### src/rtl/rv64_pkg.sv
// ------------------------------
// RV64I shared definitions
// Instruction formats, opcodes, ALU, load and write-back codes
// ------------------------------
package rv64_pkg;

    localparam int xlen = 64;

    // Major opcodes handled by the core
    typedef enum logic [6:0] {
        opc_lui       = 7'b0110111,
        opc_auipc     = 7'b0010111,
        opc_jal       = 7'b1101111,
        opc_jalr      = 7'b1100111,
        opc_branch    = 7'b1100011,
        opc_load      = 7'b0000011,
        opc_store     = 7'b0100011,
        opc_op_imm    = 7'b0010011,
        opc_op        = 7'b0110011,
        opc_op_imm_32 = 7'b0011011,
        opc_op_32     = 7'b0111011
    } opcode_e;

    // ALU function, same code as funct3
    typedef enum logic [2:0] {
        alu_add  = 3'b000,
        alu_sll  = 3'b001,
        alu_slt  = 3'b010,
        alu_sltu = 3'b011,
        alu_xor  = 3'b100,
        alu_srl  = 3'b101,
        alu_or   = 3'b110,
        alu_and  = 3'b111
    } alu_op_e;

    // Load funct3, bit 2 marks zero extension
    typedef enum logic [2:0] {
        ld_b  = 3'b000,
        ld_h  = 3'b001,
        ld_w  = 3'b010,
        ld_d  = 3'b011,
        ld_bu = 3'b100,
        ld_hu = 3'b101,
        ld_wu = 3'b110
    } load_kind_e;

    typedef enum logic [1:0] {
        wb_alu  = 2'b00,
        wb_load = 2'b01,
        wb_pc4  = 2'b10
    } wb_src_e;

    typedef struct packed {
        logic [6:0] funct7;
        logic [4:0] rs2;
        logic [4:0] rs1;
        logic [2:0] funct3;
        logic [4:0] rd;
        opcode_e    opcode;
    } r_type_t;

    typedef struct packed {
        logic [11:0] imm;
        logic [4:0]  rs1;
        logic [2:0]  funct3;
        logic [4:0]  rd;
        opcode_e     opcode;
    } i_type_t;

    typedef struct packed {
        logic [6:0] imm_11_5;
        logic [4:0] rs2;
        logic [4:0] rs1;
        logic [2:0] funct3;
        logic [4:0] imm_4_0;
        opcode_e    opcode;
    } s_type_t;

    // Branch offset bits scattered over the word
    typedef struct packed {
        logic       imm_12;
        logic [5:0] imm_10_5;
        logic [4:0] rs2;
        logic [4:0] rs1;
        logic [2:0] funct3;
        logic [3:0] imm_4_1;
        logic       imm_11;
        opcode_e    opcode;
    } b_type_t;

    typedef struct packed {
        logic [19:0] imm_31_12;
        logic [4:0]  rd;
        opcode_e     opcode;
    } u_type_t;

    typedef struct packed {
        logic       imm_20;
        logic [9:0] imm_10_1;
        logic       imm_11;
        logic [7:0] imm_19_12;
        logic [4:0] rd;
        opcode_e    opcode;
    } j_type_t;

    // One fetched word, seen in every format
    typedef union packed {
        r_type_t r;
        i_type_t i;
        s_type_t s;
        b_type_t b;
        u_type_t u;
        j_type_t j;
    } rv_instr_t;

endpackage

### src/rtl/rv_result_if.sv
`timescale 1ns/1ps
// ------------------------------
// Execute to result interface
// ------------------------------
interface rv_result_if
    import rv64_pkg::*;
();

    logic [xlen-1:0] alu_y;
    logic [xlen-1:0] pc_plus_4;
    // Value written back to rd
    logic [xlen-1:0] rd_data;

    modport execute (
        output alu_y, pc_plus_4,
        input  rd_data
    );

    modport result (
        input  alu_y, pc_plus_4,
        output rd_data
    );

endinterface

### src/rtl/rv_result.sv
`timescale 1ns/1ps
// ------------------------------
// RV64I result stage
// Load extension and write-back select
// ------------------------------
module rv_result
    import rv64_pkg::*;
(
    input  logic [xlen-1:0] read_data,
    input  load_kind_e      load_kind,
    input  wb_src_e         wb_src,
    rv_result_if.result     res
);

    logic [xlen-1:0] load_ext;

    // Memory returns the value right-aligned
    always_comb begin
        case (load_kind)
            ld_b:    load_ext = {{56{read_data[7]}}, read_data[7:0]};
            ld_h:    load_ext = {{48{read_data[15]}}, read_data[15:0]};
            ld_w:    load_ext = {{32{read_data[31]}}, read_data[31:0]};
            ld_bu:   load_ext = {56'b0, read_data[7:0]};
            ld_hu:   load_ext = {48'b0, read_data[15:0]};
            ld_wu:   load_ext = {32'b0, read_data[31:0]};
            default: load_ext = read_data;
        endcase
    end

    always_comb begin
        case (wb_src)
            wb_load: res.rd_data = load_ext;
            wb_pc4:  res.rd_data = res.pc_plus_4;
            default: res.rd_data = res.alu_y;
        endcase
    end

    legal_load_kind: assert final (wb_src != wb_load ||
        load_kind inside {ld_b, ld_h, ld_w, ld_d, ld_bu, ld_hu, ld_wu})
        else $error("load with reserved funct3 %b", load_kind);

endmodule

### src/flat_wrapper.sv
// flat-port wrapper written by rule: the top's interface ports become plain ports
module rv_result_flat import rv64_pkg::*;
  (read_data, load_kind, wb_src, res_alu_y, res_pc_plus_4, res_rd_data);
  rv_result_if res_i ();
  input  logic [xlen-1:0] read_data;
  input  load_kind_e load_kind;
  input  wb_src_e wb_src;
  input wire logic [$bits(res_i.alu_y)-1:0] res_alu_y;
  input wire logic [$bits(res_i.pc_plus_4)-1:0] res_pc_plus_4;
  output wire logic [$bits(res_i.rd_data)-1:0] res_rd_data;
  assign res_i.alu_y = res_alu_y;
  assign res_i.pc_plus_4 = res_pc_plus_4;
  assign res_rd_data = res_i.rd_data;
  rv_result u_core (.read_data(read_data), .load_kind(load_kind), .wb_src(wb_src), .res(res_i));
endmodule
### config.mk
export PLATFORM = sky130hd
export DESIGN_NAME = rv_result_flat
export DESIGN_NICKNAME = d
export VERILOG_FILES = /design/src/rtl/rv64_pkg.sv /design/src/rtl/rv_result_if.sv /design/src/rtl/rv_result.sv /design/src/flat_wrapper.sv
export SDC_FILE = /design/constraint.sdc
export NUM_CORES = 1
export LEC_CHECK = 0
export CELL_PAD_IN_SITES_DETAIL_PLACEMENT = 0
export CELL_PAD_IN_SITES_GLOBAL_PLACEMENT = 1
export CORE_AREA = 2 2 100 102
export DETAILED_ROUTE_END_ITERATION = 8
export DIE_AREA = 0 0 102 104
export DONT_BUFFER_PORTS = 1
export PLACE_DENSITY = 0.48
export SLEW_MARGIN = 20
export SYNTH_ARGS = -nofsm -noshare
export SYNTH_HDL_FRONTEND = slang
export SYNTH_SLANG_ARGS = --single-unit
### constraint.sdc
create_clock -name vclk -period 5.45
set_clock_uncertainty 0.15 [all_clocks]
set_input_delay 0.8175 -clock vclk [all_inputs]
set_output_delay 0.8175 -clock vclk [all_outputs]
set_load 0.03 [all_outputs]
==> results.toml <==
[worst_setup_path]
path_class = "input port to primary output"
slowest_delay_ns = 0.75
endpoint_kind = "primary output"
worst_path_dominant_cell_family = "buffers and inverters"
arrival_ns = 2.85
worst_setup_path_start_kind = "input port"
path_cells = "inv_1 > ha_4 > buf_4 > o21ai_0"
required_ns = 4.48
slowest_stage = "buf_4"
critPathMaxFanout = 76
path_buf_inv = 2

[synth]
ys_seq_area_frac = 0
ys_warn_count = 0
synthCells = 305
yosysTopAreaCellShare = 0.244
avgSynthCellArea_um2 = 5.85
syn_nets = 504
syn_area_um2 = 1790
yosysUniqueCellTypes = 19
synthTopCellsByArea = "o221ai_2 24%, nand2_1 22%, o221ai_1 9.3%"
synth_top_area_cell = "o221ai_2"

[sta]
clock.fmax_mhz = 262
hold_ws_ns = 1.68
hold_viol = 0
relSlewSlack = 0.283
setup_viol = 0
tightest_slew_ns = 1.06
period_minus_slack_ns = 3.82
finalSetupTns_ns = 0
drv_slew = 0
min_period_over_period = 0.701
rsz0062_at_grt = "no"

[place]
hpwl_um = 6040
gp_congestion = 0.764
portBuffers = 0
dp_cells = 407

[clocking]
holdBufCountCts = 0
postCtsResizedCells = 0
cts_setup_buffers = 0

[grt]
grt_antenna_before_repair = 0
grt_remaining_overflow = 0
grtUsageTotal = 0.125
grt_pass1_vias = 2001
grt_pass1_wl_um = 10700
grt_max_degree = 77

[floorplan]
pin_count = 261
die_area_um2 = 10600
initial_core_util = 0.187
die_x_um = 102
die_h_um = 104
rows = 36
core_um2 = 9550

[power]
p_per_area_nw_per_um2 = 152
p_leak_nw = 0.554
max-vdd-ir-drop_mv = 0.0578

[route]
ant_nets = 0
dr_total_vias = 2193
drc = 0
finalWirelength_um = 7780
first_iter_violations = 132
dr.pass1.iters = 5
wl_per_cell_um = 19.1
vias_per_cell = 5.39

[min_path]
hp-class = "input port to primary output"
min_from = "res_alu_y[40]"
hold-path-endpoint = "res_rd_data[40]"
min_path_cells = 2

[finish]
nClkBuffers = 0
nets = 475
final_cell_count_no_fill = 407
design.seq.count = 0
syn2layout_area_growth_pct = 3.43
drive_gt1_frac = 0.135
seqCellArea_um2 = 0
antenna_cells = 0

[run]
max_cap_violations = 0

[outcome]
outcome = "finished clean"
layout by cell type, fill, tap and decap left out:
cell | synthesis | layout
nand2_1 | 106 | 105
nor2b_1 | 17 | 17
nand2b_1 | 2 | 2
o221ai_1 | 19 | 19
o21ai_0 | 17 | 17
a21o_2 | 0 | 1
o221ai_2 | 29 | 29
ha_4 | 0 | 1
inv_1 | 2 | 2
o21ba_1 | 1 | 1
buf_4 | 0 | 3
a22oi_1 | 8 | 8
nor4b_4 | 1 | 1
a211oi_4 | 0 | 1
ha_1 | 2 | 1
nor2_1 | 33 | 33
nand2_2 | 0 | 1
a21oi_1 | 32 | 32
synth_stat cells (all sizes together):
cell type	n
o221ai	48
clkbuf	28
a21oi	32
o21ba	1
nand2b	2
a21o	1
ha	2
nor4b	1
nand2	106
a22oi	8
inv	2
a211oi	1
nor2b	17
nor2	33
buf	6
o21ai	17
final cells by class:
| class | count | area [um^2] |
|---|---|---|
| inverter | 2 | 7.51 |
| fill | 1101 | 7700 |
| timing repair buffer | 3 | 22.5 |
| multi-input combinational | 269 | 1650 |
| tap | 133 | 166 |
report_power, final:
group	switching [W]	internal [W]	leakage [nW]
clock network	0	0	0
logic	0.000217	0.0000632	0.554
registers	0	0	0
total	0.000217	0.0000632	0.554
per-stage QoR:
stage | total power (W) | setup WS (ns) | utilization | area (um^2)
2_1_floorplan | 0.000255 | 2.11 | - | 1790
3_3_place_gp | 0.000281 | 1.65 | 0.192 | 1840
3_5_place_dp | 0.000283 | 1.63 | 0.193 | 1840
4_1_cts | 0.000283 | 1.62 | 0.193 | 1840
5_1_grt | 0.000300 | 1.46 | 0.193 | 1850
6_report | 0.000280 | 1.63 | 0.193 | 1850
how the worst max path moves through the flow:
stage | from | to | cells past startpoint
5_1_grt | wb_src[0] | res_rd_data[5] | 4
3_5_place_dp | wb_src[0] | res_rd_data[5] | 4
3_3_place_gp | wb_src[0] | res_rd_data[5] | 4
2_1_floorplan | wb_src[0] | res_rd_data[46] | 7
6_report | wb_src[0] | res_rd_data[5] | 4
4_1_cts | wb_src[0] | res_rd_data[5] | 4
metal layers:
layer	global-route usage	up-vias	wire, um
met3	0.0208	0	697
met2	0.262	154	4230
met5	0	-	0
met1	0.131	997	2850
met4	0	0	0
li1	-	1042	-
logic make-up after synthesis:
family          after synthesis  share of synthesized area
simple gates                159                      0.372
compound gates              108                      0.525
buf+inv                      36                     0.0890
fa+ha+maj                     2                     0.0140
Power figures use the tool's default switching activity.
