### config.mk
export PLATFORM = sky130hd
export DESIGN_NAME = rv_decode_flat
export DESIGN_NICKNAME = d
export VERILOG_FILES = /design/src/rtl/rv64_pkg.sv /design/src/rtl/core_ctrl_if.sv /design/src/rtl/rv_decode.sv /design/src/flat_wrapper.sv
export SDC_FILE = /design/constraint.sdc
export NUM_CORES = 1
export LEC_CHECK = 0
export BUFFER_PORTS_ARGS = -buffer_cell sky130_fd_sc_hd__buf_2
export CORE_AREA = 5 5 42 44
export DETAILED_ROUTE_END_ITERATION = 8
export DIE_AREA = 0 0 47 49
export PLACE_DENSITY = 0.83
export SETUP_SLACK_MARGIN = 0.15
export SLEW_MARGIN = 20
export SYNTH_ARGS = -nofsm -noshare
export SYNTH_HDL_FRONTEND = slang
export SYNTH_SLANG_ARGS = --single-unit
### constraint.sdc
create_clock -name vclk -period 3.1
set_clock_uncertainty 0.15 [all_clocks]
set_input_delay 0.62 -clock vclk [all_inputs]
set_output_delay 0.62 -clock vclk [all_outputs]
set_load 0.05 [all_outputs]
### src/rtl/rv64_pkg.sv
// ------------------------------
// RV64I shared definitions
// Instruction formats, opcodes, ALU, load and write-back codes
// ------------------------------
package rv64_pkg;

    localparam int xlen = 64;

    // Major opcodes handled by the core
    typedef enum logic [6:0] {
        opc_lui       = 7'b0110111,
        opc_auipc     = 7'b0010111,
        opc_jal       = 7'b1101111,
        opc_jalr      = 7'b1100111,
        opc_branch    = 7'b1100011,
        opc_load      = 7'b0000011,
        opc_store     = 7'b0100011,
        opc_op_imm    = 7'b0010011,
        opc_op        = 7'b0110011,
        opc_op_imm_32 = 7'b0011011,
        opc_op_32     = 7'b0111011
    } opcode_e;

    // ALU function, same code as funct3
    typedef enum logic [2:0] {
        alu_add  = 3'b000,
        alu_sll  = 3'b001,
        alu_slt  = 3'b010,
        alu_sltu = 3'b011,
        alu_xor  = 3'b100,
        alu_srl  = 3'b101,
        alu_or   = 3'b110,
        alu_and  = 3'b111
    } alu_op_e;

    // Load funct3, bit 2 marks zero extension
    typedef enum logic [2:0] {
        ld_b  = 3'b000,
        ld_h  = 3'b001,
        ld_w  = 3'b010,
        ld_d  = 3'b011,
        ld_bu = 3'b100,
        ld_hu = 3'b101,
        ld_wu = 3'b110
    } load_kind_e;

    typedef enum logic [1:0] {
        wb_alu  = 2'b00,
        wb_load = 2'b01,
        wb_pc4  = 2'b10
    } wb_src_e;

    typedef struct packed {
        logic [6:0] funct7;
        logic [4:0] rs2;
        logic [4:0] rs1;
        logic [2:0] funct3;
        logic [4:0] rd;
        opcode_e    opcode;
    } r_type_t;

    typedef struct packed {
        logic [11:0] imm;
        logic [4:0]  rs1;
        logic [2:0]  funct3;
        logic [4:0]  rd;
        opcode_e     opcode;
    } i_type_t;

    typedef struct packed {
        logic [6:0] imm_11_5;
        logic [4:0] rs2;
        logic [4:0] rs1;
        logic [2:0] funct3;
        logic [4:0] imm_4_0;
        opcode_e    opcode;
    } s_type_t;

    // Branch offset bits scattered over the word
    typedef struct packed {
        logic       imm_12;
        logic [5:0] imm_10_5;
        logic [4:0] rs2;
        logic [4:0] rs1;
        logic [2:0] funct3;
        logic [3:0] imm_4_1;
        logic       imm_11;
        opcode_e    opcode;
    } b_type_t;

    typedef struct packed {
        logic [19:0] imm_31_12;
        logic [4:0]  rd;
        opcode_e     opcode;
    } u_type_t;

    typedef struct packed {
        logic       imm_20;
        logic [9:0] imm_10_1;
        logic       imm_11;
        logic [7:0] imm_19_12;
        logic [4:0] rd;
        opcode_e    opcode;
    } j_type_t;

    // One fetched word, seen in every format
    typedef union packed {
        r_type_t r;
        i_type_t i;
        s_type_t s;
        b_type_t b;
        u_type_t u;
        j_type_t j;
    } rv_instr_t;

endpackage

### src/rtl/core_ctrl_if.sv
`timescale 1ns/1ps
// ------------------------------
// Core control interface
// Datapath controls out of decode, ALU flags back
// ------------------------------
interface core_ctrl_if
    import rv64_pkg::*;
();

    logic    alua_pc;
    logic    alub_reg;
    alu_op_e alu_op;
    logic    sub;
    logic    arithmetic;
    logic    word_op;
    logic    pc_target;
    logic    jalr;
    logic    pc_enable;
    logic    reg_write;

    // Flags of the ALU adder
    logic    zero;
    logic    negative;
    logic    carry_out;
    logic    overflow;

    modport decode (
        output alua_pc, alub_reg, alu_op, sub, arithmetic, word_op,
        output pc_target, jalr, pc_enable, reg_write,
        input  zero, negative, carry_out, overflow
    );

    modport execute (
        input  alua_pc, alub_reg, alu_op, sub, arithmetic, word_op,
        input  pc_target, jalr, pc_enable, reg_write,
        output zero, negative, carry_out, overflow
    );

endinterface

### src/rtl/rv_decode.sv
`timescale 1ns/1ps
// ------------------------------
// RV64I decode
// Control unit of the single-cycle core
// ------------------------------
module rv_decode
    import rv64_pkg::*;
(
    input  rv_instr_t   instruction,
    core_ctrl_if.decode ctrl,
    output logic        mem_write,
    output logic [1:0]  mem_size,
    output load_kind_e  load_kind,
    output wb_src_e     wb_src,
    output logic        halted
);

    logic [2:0] funct3;
    logic [6:0] funct7;
    logic       cond;
    logic       branch_taken;
    logic       is_slt;

    assign funct3 = instruction.r.funct3;
    assign funct7 = instruction.r.funct7;
    // SLT and SLTU need the subtraction
    assign is_slt = (funct3 == 3'b010) || (funct3 == 3'b011);

    // Branch test on the rs1 - rs2 flags
    always_comb begin
        if (!funct3[2])
            cond = ctrl.zero;
        else if (!funct3[1])
            cond = ctrl.negative ^ ctrl.overflow;
        else
            cond = ~ctrl.carry_out;
    end

    // BNE, BGE and BGEU invert the test
    assign branch_taken = cond ^ funct3[0];

    always_comb begin
        ctrl.alua_pc    = 1'b0;
        ctrl.alub_reg   = 1'b0;
        ctrl.alu_op     = alu_add;
        ctrl.sub        = 1'b0;
        ctrl.arithmetic = 1'b0;
        ctrl.word_op    = 1'b0;
        ctrl.pc_target  = 1'b0;
        ctrl.jalr       = 1'b0;
        ctrl.pc_enable  = 1'b1;
        ctrl.reg_write  = 1'b0;
        mem_write       = 1'b0;
        mem_size        = funct3[1:0];
        load_kind       = load_kind_e'(funct3);
        wb_src          = wb_alu;
        halted          = 1'b0;
        case (instruction.r.opcode)
            // rs1 is masked to x0 in execute
            opc_lui:
                ctrl.reg_write = 1'b1;
            opc_auipc: begin
                ctrl.alua_pc   = 1'b1;
                ctrl.reg_write = 1'b1;
            end
            opc_jal, opc_jalr: begin
                ctrl.pc_target = 1'b1;
                ctrl.jalr      = (instruction.r.opcode == opc_jalr);
                ctrl.reg_write = 1'b1;
                wb_src         = wb_pc4;
            end
            opc_branch: begin
                ctrl.alub_reg  = 1'b1;
                ctrl.sub       = 1'b1;
                ctrl.pc_target = branch_taken;
            end
            opc_load: begin
                ctrl.reg_write = 1'b1;
                wb_src         = wb_load;
            end
            opc_store:
                mem_write = 1'b1;
            opc_op_imm, opc_op_imm_32, opc_op, opc_op_32: begin
                ctrl.alub_reg   = instruction.r.opcode[5];
                ctrl.alu_op     = alu_op_e'(funct3);
                ctrl.arithmetic = funct7[5];
                ctrl.word_op    = instruction.r.opcode[3];
                ctrl.sub        = is_slt ||
                                  (instruction.r.opcode[5] && funct3 == 3'b000 && funct7[5]);
                ctrl.reg_write  = 1'b1;
            end
            // Unsupported word, hold the PC
            default: begin
                ctrl.pc_enable = 1'b0;
                halted         = 1'b1;
            end
        endcase
    end

    no_store_and_write: assert final (!(mem_write && ctrl.reg_write))
        else $error("store and register write decoded together");

endmodule

### src/flat_wrapper.sv
// flat-port wrapper written by rule: the top's interface ports become plain ports
module rv_decode_flat import rv64_pkg::*;
  (instruction, mem_write, mem_size, load_kind, wb_src, halted, ctrl_alua_pc, ctrl_alub_reg, ctrl_alu_op, ctrl_sub, ctrl_arithmetic, ctrl_word_op, ctrl_pc_target, ctrl_jalr, ctrl_pc_enable, ctrl_reg_write, ctrl_zero, ctrl_negative, ctrl_carry_out, ctrl_overflow);
  core_ctrl_if ctrl_i ();
  input  rv_instr_t instruction;
  output logic mem_write;
  output logic [1:0] mem_size;
  output load_kind_e load_kind;
  output wb_src_e wb_src;
  output logic halted;
  output wire logic [$bits(ctrl_i.alua_pc)-1:0] ctrl_alua_pc;
  output wire logic [$bits(ctrl_i.alub_reg)-1:0] ctrl_alub_reg;
  output wire logic [$bits(ctrl_i.alu_op)-1:0] ctrl_alu_op;
  output wire logic [$bits(ctrl_i.sub)-1:0] ctrl_sub;
  output wire logic [$bits(ctrl_i.arithmetic)-1:0] ctrl_arithmetic;
  output wire logic [$bits(ctrl_i.word_op)-1:0] ctrl_word_op;
  output wire logic [$bits(ctrl_i.pc_target)-1:0] ctrl_pc_target;
  output wire logic [$bits(ctrl_i.jalr)-1:0] ctrl_jalr;
  output wire logic [$bits(ctrl_i.pc_enable)-1:0] ctrl_pc_enable;
  output wire logic [$bits(ctrl_i.reg_write)-1:0] ctrl_reg_write;
  input wire logic [$bits(ctrl_i.zero)-1:0] ctrl_zero;
  input wire logic [$bits(ctrl_i.negative)-1:0] ctrl_negative;
  input wire logic [$bits(ctrl_i.carry_out)-1:0] ctrl_carry_out;
  input wire logic [$bits(ctrl_i.overflow)-1:0] ctrl_overflow;
  assign ctrl_alua_pc = ctrl_i.alua_pc;
  assign ctrl_alub_reg = ctrl_i.alub_reg;
  assign ctrl_alu_op = ctrl_i.alu_op;
  assign ctrl_sub = ctrl_i.sub;
  assign ctrl_arithmetic = ctrl_i.arithmetic;
  assign ctrl_word_op = ctrl_i.word_op;
  assign ctrl_pc_target = ctrl_i.pc_target;
  assign ctrl_jalr = ctrl_i.jalr;
  assign ctrl_pc_enable = ctrl_i.pc_enable;
  assign ctrl_reg_write = ctrl_i.reg_write;
  assign ctrl_i.zero = ctrl_zero;
  assign ctrl_i.negative = ctrl_negative;
  assign ctrl_i.carry_out = ctrl_carry_out;
  assign ctrl_i.overflow = ctrl_overflow;
  rv_decode u_core (.instruction(instruction), .ctrl(ctrl_i), .mem_write(mem_write), .mem_size(mem_size), .load_kind(load_kind), .wb_src(wb_src), .halted(halted));
endmodule
==> results.cfg, run 1 <==
[power_and_ir_drop]
pwr-share-clk_pct = 0
p_int_w = 0.00002115
power_frac_seq_pct = 0
ir_drop_v = 0.00005012
power.leakage_nw = 0.2911
p_comb_share_pct = 100.0
power_density_mw_per_mm2 = 137.6
power.switching_w = 0.00004908
p_sw_share_pct = 69.89

[floorplan]
core_area_mm2 = 0.001401
fp.dieH_um = 49
dieArea_mm2 = 0.002303
floorplan.rows = 14
die_x_um = 47
pin_count = 57
start_util_pct = 24.20

[clock_tree]
hold_buffers = 0
cts_resized = 0
post_cts_buffers = 0

[synthesis]
synth_common_cells = 5 x and2_1, 5 x buf_4, 4 x a21oi_1, 4 x nand2_1
synth_area_um2 = 339.1
synthCells = 52
synth_area_leaders = buf_4 11%, and2_1 9.2%, a21oi_1 5.9%, nand3b_4 5.9%, nor4_1 5.5%
synth_top_area_share_pct = 11.07
yosysTopAreaCell = buf_4
post_synth.cell_area_avg_um2 = 6.521
yosysWarnings = 0
syn_nets = 88
synth_cell_type_count = 28
ys_seq_area_share_pct = 0

[detailed_routing]
top_layer_used = met3
vias_per_cell = 4.816
wire_per_inst_um = 11.64
drc = 0
routed-wl-met2_um = 509
antenna_left = 0
wl_met1_um = 501
wl_um = 1141
vias = 472
wl_met3_um = 130
firstDrtPassIters = 3
drtIter0Drc = 13

[global_route]
grt_start_max_net_pins = 13
antenna_found_initial = 0
grt_use_total_pct = 9.684
grt_pass1_vias = 390
overflow = 0
grt_pass1_wl_um = 1800

[sta]
finalCritPeriodShare_pct = 87.15
layout_setup_ws_ns = 0.3983
slew_violations = 0
setup-violations-final = 0
finalHoldViolCount = 0
rsz0062_at_grt = no
hold_ws_ns = 1.419
fin_setup_tns_ns = 0
max-slew-margin-rel_pct = 66.77
fmax_ghz = 0.3701
tightest_slew_ns = 0.4943
finalWorstPathRequiredPeriod_ns = 2.702

[finish]
nClkBuffers = 0
seq_cell_count = 0
diodes = 0
finalInstanceArea_um2 = 510.5
area_growth_syn_to_layout_pct = 50.55
multi_input_area_um2 = 291.5
regArea_um2 = 0
drive_gt1_share_pct = 54.88
utilization_pct = 36.43
layout.nets = 120
nFillCells = 172

[critical_path]
end_kind = output port
critPathKind = input pin to output port
worstPathArrival_ns = 1.93
critPathMaxFanout = 7
critPathRequiredTime_ns = 2.33
start_kind = input pin

[job]
drv_cap = 0

[placement]
place_area_um2 = 510.5
port_buffers = 36
dp_hpwl_um = 962.2
gp_congestion = 0.8565
dp_slack_ns = 0.3824

[run_status]
status = completed

[hold_path]
min-delay-path-class = input pin to output port
metrics by stage:
stage / power (W) / cells
finish: 0.00007022 / 98
global route: 0.00007607 / 98
CTS: 0.00007051 / 98
detailed placement: 0.00007030 / 98
global placement: 0.00006871 / 98
floorplan: 0.00004908 / 52
power groups by stage:
stage               clock [W]  combinational, W  sequential, W
floorplan                   0         0.0000491              0
global placement            0         0.0000687              0
detailed placement          0         0.0000703              0
CTS                         0         0.0000705              0
global route                0         0.0000761              0
finish                      0         0.0000702              0
critical path: stages:
cell	delay (ns)
buf_2	0.16
inv_2	0.07
nor4_2	0.50
o21ai_1	0.13
o32ai_1	0.14
buf_2	0.31
area by class of cell:
cell class | instances | share of cell area, %
inverters | 5 | 3.676
repair buffers | 36 | 35.29
well taps | 16 | 3.922
multi-input cells | 41 | 57.11
placed cells by master, fill, tap and decap left out, types with 2 or more instances in the layout:
| master | n |
|---|---|
| inv_2 | 3 |
| or3_1 | 2 |
| buf_2 | 36 |
| and2_1 | 5 |
| nand2_1 | 4 |
| and3_1 | 2 |
| inv_1 | 2 |
| a21oi_1 | 4 |
| nor2_1 | 2 |
| nor3_1 | 3 |
| nor4_2 | 3 |
cell families (layout without fill, tap and decap cells):
kind of cell | after synthesis | count (layout) | synth area share (%)
mux | 2 | 2 | 6.273
compound gates | 10 | 10 | 20.67
simple gates | 28 | 28 | 52.77
xor+xnor | 1 | 1 | 2.583
buf+inv | 11 | 41 | 17.71
path summary, 6_finish.rpt:
check | from | end | slack, ns | cells past startpoint
worst max-delay path | instruction[4] | ctrl_sub | 0.40 | 6
worst min-delay path | instruction[12] | load_kind[0] | 1.42 | 2
layer usage:
layer	up-vias	global-route usage, %
met5	-	0
met4	0	0
met3	0	0.3690
met2	25	16.52
met1	198	13.91
li1	249	-
Note: power is estimated with default switching activity, not from simulation.
==> inputs of run 2 (changes only) <==
BUFFER_PORTS_ARGS = default   (was -buffer_cell sky130_fd_sc_hd__buf_2)
DONT_BUFFER_PORTS = 1   (was default)
PLACE_DENSITY = 0.47   (was 0.83)
==> run 2 against run 1 <==
  * Via count down 17%
  * Global-route usage decreased by 1.5 points
  * Combinational power down 50%
  * Critical path type unchanged
==> results.cfg, run 2 (synthesized netlist as in run 1, its figures left out) <==
[run_status]
status = completed

[detailed_routing]
antenna_left = 0
vias_per_cell = 5.629
vias = 394
drtIter0Drc = 5
firstDrtPassIters = 4
wl_um = 970
drc = 0
wire_per_inst_um = 13.86

[global_route]
overflow = 0
grt_use_total_pct = 8.140
antenna_found_initial = 0
grt_start_max_net_pins = 13
grt_pass1_wl_um = 1538
grt_pass1_vias = 387

[floorplan]
pin_count = 57
floorplan.rows = 14
die_x_um = 47
dieArea_mm2 = 0.002303
fp.dieH_um = 49
start_util_pct = 24.20
core_area_mm2 = 0.001401

[sta]
fin_setup_tns_ns = 0
slew_violations = 0
layout_setup_ws_ns = 0.5692
finalCritPeriodShare_pct = 81.64
rsz0062_at_grt = no
finalWorstPathRequiredPeriod_ns = 2.531
finalHoldViolCount = 0
fmax_ghz = 0.3951
setup-violations-final = 0
max-slew-margin-rel_pct = 28.72
tightest_slew_ns = 1.068
hold_ws_ns = 1.090

[critical_path]
end_kind = output port
critPathKind = input pin to output port
worstPathArrival_ns = 1.76
start_kind = input pin
crit_path_end = ctrl_pc_target
critPathMaxFanout = 6
crit_start = instruction[1]
critPathRequiredTime_ns = 2.33

[clock_tree]
cts_resized = 0
post_cts_buffers = 0
hold_buffers = 0

[finish]
final_common_cell = buf_4
drive_gt1_share_pct = 35.19
diodes = 0
nClkBuffers = 0
area_growth_syn_to_layout_pct = 18.82
utilization_pct = 28.75
regArea_um2 = 0
seq_cell_count = 0
final_cell_mix = 8 x buf_4, 5 x and2_1, 4 x nand2_1, 4 x a21oi_1
layout.nets = 92

[power_and_ir_drop]
ir_drop_v = 0.00004134
p_sw_share_pct = 64.92
total_power_w = 0.00003513
power.switching_w = 0.00002281
pwr-share-clk_pct = 0
power_density_mw_per_mm2 = 87.19
p_comb_share_pct = 100.0
power.leakage_nw = 0.1727
p_int_w = 0.00001232
power_frac_seq_pct = 0

[placement]
dp_hpwl_um = 802.6
port_buffers = 0
dp_slack_ns = 0.5674
gp_congestion = 0.7392

[hold_path]
min-delay-path-class = input pin to output port

[job]
drv_cap = 0
-- run 2: cell types whose count changed in the layout (fill, tap and decap cells not counted) --
cell	change
o32ai_2	+1
buf_2	-36
nor3b_2	+1
o32ai_1	-1
nor3b_1	-1
buf_4	+8
-- run 2: critical path, stage by stage --
cell and delay, ns:
nand2_1 0.12, or4_1 0.49, a21oi_1 0.11, or3_1 0.41
-- run 2: power groups by stage --
stage / clock network (W) / logic (W) / registers (W)
finish: 0 / 0.0000351 / 0
global route: 0 / 0.0000380 / 0
CTS: 0 / 0.0000353 / 0
detailed placement: 0 / 0.0000352 / 0
global placement: 0 / 0.0000352 / 0
floorplan: 0 / 0.0000491 / 0
-- run 2: worst min path at each step --
stage	start	endpoint	slack (ns)	cells after the start
floorplan	instruction[6]	mem_write	1.19	1
global placement	instruction[12]	mem_size[0]	1.09	0
detailed placement	instruction[12]	mem_size[0]	1.09	0
CTS	instruction[12]	mem_size[0]	1.09	0
global route	instruction[14]	load_kind[2]	1.09	0
finish	instruction[14]	load_kind[2]	1.09	0
-- run 2: per-layer routing --
metal / global-route usage [%] / part of all wire [%] / up-vias / wire length (µm)
met2: 11.76 / 34 / 31 / 333
met3: 3.690 / 20 / 0 / 191
li1: - / - / 191 / -
met5: 0 / 0 / - / 0
met1: 11.74 / 46 / 172 / 445
met4: 0 / 0 / 0 / 0
-- run 2: final cells by class --
type / count / area [µm²]
well taps: 16 / 20.02
inverters: 5 / 18.77
multi-input cells: 41 / 304.0
repair buffers: 8 / 60.06
fillers: 161 / 998.5
-- run 2: per-stage QoR --
step	instances	cell area, µm²
after floorplan	52	351.6
final	70	402.9
after global placement	70	402.9
after CTS	70	402.9
after detailed placement	70	402.9
after global routing	70	402.9
==> inputs of run 3 (changes only) <==
clock period = 2.65 ns   (was 3.1 ns; I/O delays follow)
==> run 3 against run 2 <==
  * Routed wire length is 2.7% higher
  * Count of clock-buffer cells in the layout stayed put
  * Flip-flop and latch count stayed put
  * Critical path type unchanged
  * Critical endpoint unchanged
  * Via count is 2.5% lower
  * Highest routed layer unchanged
  * Critical path depth is 1 higher
  * Hold slack worse by 0.18 ns
  * Total power is 23% higher
  * Non-clock buffer count is 2 higher
==> results.cfg, run 3 (synthesized netlist as in run 1, its figures left out) <==
[critical_path]
critPathKind = input pin to output port
crit_start = instruction[1]
critPathRequiredTime_ns = 1.97
end_kind = output port
critPathMaxFanout = 6
start_kind = input pin
worstPathArrival_ns = 1.58
cpMaxStageDelayCell = or4_1
crit_path_end = ctrl_pc_target
critPathMaxStageDelay_ns = 0.50
worstPathCellList = nand2_1 -> or4_1 -> a21oi_1 -> or3_1 -> buf_12

[sta]
finalHoldViolCount = 0
finalWorstPathRequiredPeriod_ns = 2.261
tightest_slew_ns = 0.4950
max-slew-margin-rel_pct = 67.23
fmax_ghz = 0.4422
fin_setup_tns_ns = 0
slew_violations = 0
layout_setup_ws_ns = 0.3886
finalCritPeriodShare_pct = 85.33
setup-violations-final = 0
hold_ws_ns = 0.9100
rsz0062_at_grt = no

[placement]
gp_congestion = 0.6911
place_area_um2 = 435.4
port_buffers = 0
dp_slack_ns = 0.3737
dp_hpwl_um = 832.1

[detailed_routing]
antenna_left = 0
drc = 0
firstDrtPassIters = 3
wl_um = 996
wire_per_inst_um = 13.83
vias_per_cell = 5.333
drtIter0Drc = 2
vias = 384

[power_and_ir_drop]
power_density_mw_per_mm2 = 99.45
pwr-share-clk_pct = 0
power.switching_w = 0.00002713
total_power_w = 0.00004330
p_int_w = 0.00001618
power_frac_seq_pct = 0
p_comb_share_pct = 100.0
power.leakage_nw = 0.1855
p_sw_share_pct = 62.64
ir_drop_v = 0.00005696

[finish]
nFillCells = 163
layout.nets = 94
nClkBuffers = 0
drive_gt1_share_pct = 39.29
multi_input_area_um2 = 309.0
seq_cell_count = 0
final_cell_mix = 9 x buf_4, 5 x and2_1, 4 x nand2_1, 4 x a21oi_1
diodes = 0
final_common_cell = buf_4
area_growth_syn_to_layout_pct = 28.41
regArea_um2 = 0
finalInstanceArea_um2 = 435.4

[floorplan]
core_area_mm2 = 0.001401
pin_count = 57
dieArea_mm2 = 0.002303
floorplan.rows = 14
start_util_pct = 24.20
fp.dieH_um = 49
die_x_um = 47

[clock_tree]
cts_resized = 0
hold_buffers = 0
post_cts_buffers = 0

[hold_path]
min-delay-path-class = input pin to output port

[global_route]
grt_use_total_pct = 8.491
grt_start_max_net_pins = 13
antenna_found_initial = 0
grt_pass1_vias = 375
grt_pass1_wl_um = 1593
overflow = 0

[run_status]
status = completed

[job]
drv_cap = 0
[run 3: cell count changes in the layout (fill, tap and decap cells not counted)]
| cell | delta |
|---|---|
| buf_4 | +1 |
| buf_12 | +1 |
| nor3_2 | +1 |
| nor3_1 | -1 |
[run 3: routing by layer]
layer	GRT usage, %	wire length (µm)	vias to the layer above
met5	0	0	-
met4	0	0	0
met3	4.428	169	0
met2	13.57	470	21
met1	10.65	356	168
li1	-	-	195
[run 3: power groups by stage]
stage | logic (W) | clock network [W] | registers [W]
2_1_floorplan | 0.0000582 | 0 | 0
3_3_place_gp | 0.0000435 | 0 | 0
3_5_place_dp | 0.0000438 | 0 | 0
4_1_cts | 0.0000440 | 0 | 0
5_1_grt | 0.0000469 | 0 | 0
6_report | 0.0000433 | 0 | 0
[run 3: stage by stage]
stage	util [%]	cells
2_1_floorplan	-	52
3_3_place_gp	31.07	72
3_5_place_dp	31.07	72
4_1_cts	31.07	72
5_1_grt	31.07	72
6_report	31.07	72
[run 3: critical path, delay by kind of cell]
family / cells / cell delay (ns)
AND/OR/NAND/NOR: 3 / 0.79
buffers and inverters: 1 / 0.14
AO/OA/AOI/OAI: 1 / 0.13
[run 3: worst min-delay path by stage]
stage | endpoint | cells after the start | from
2_1_floorplan | wb_src[0] | 1 | instruction[4]
3_3_place_gp | load_kind[2] | 0 | instruction[14]
3_5_place_dp | load_kind[2] | 0 | instruction[14]
4_1_cts | load_kind[2] | 0 | instruction[14]
5_1_grt | mem_size[0] | 0 | instruction[12]
6_report | mem_size[0] | 0 | instruction[12]
[run 3: layout make-up]
class	instances	area share, %
Inverter	5	4.310
Multi-Input combinational cell	41	70.98
Tap cell	16	4.598
Timing Repair Buffer	10	20.11
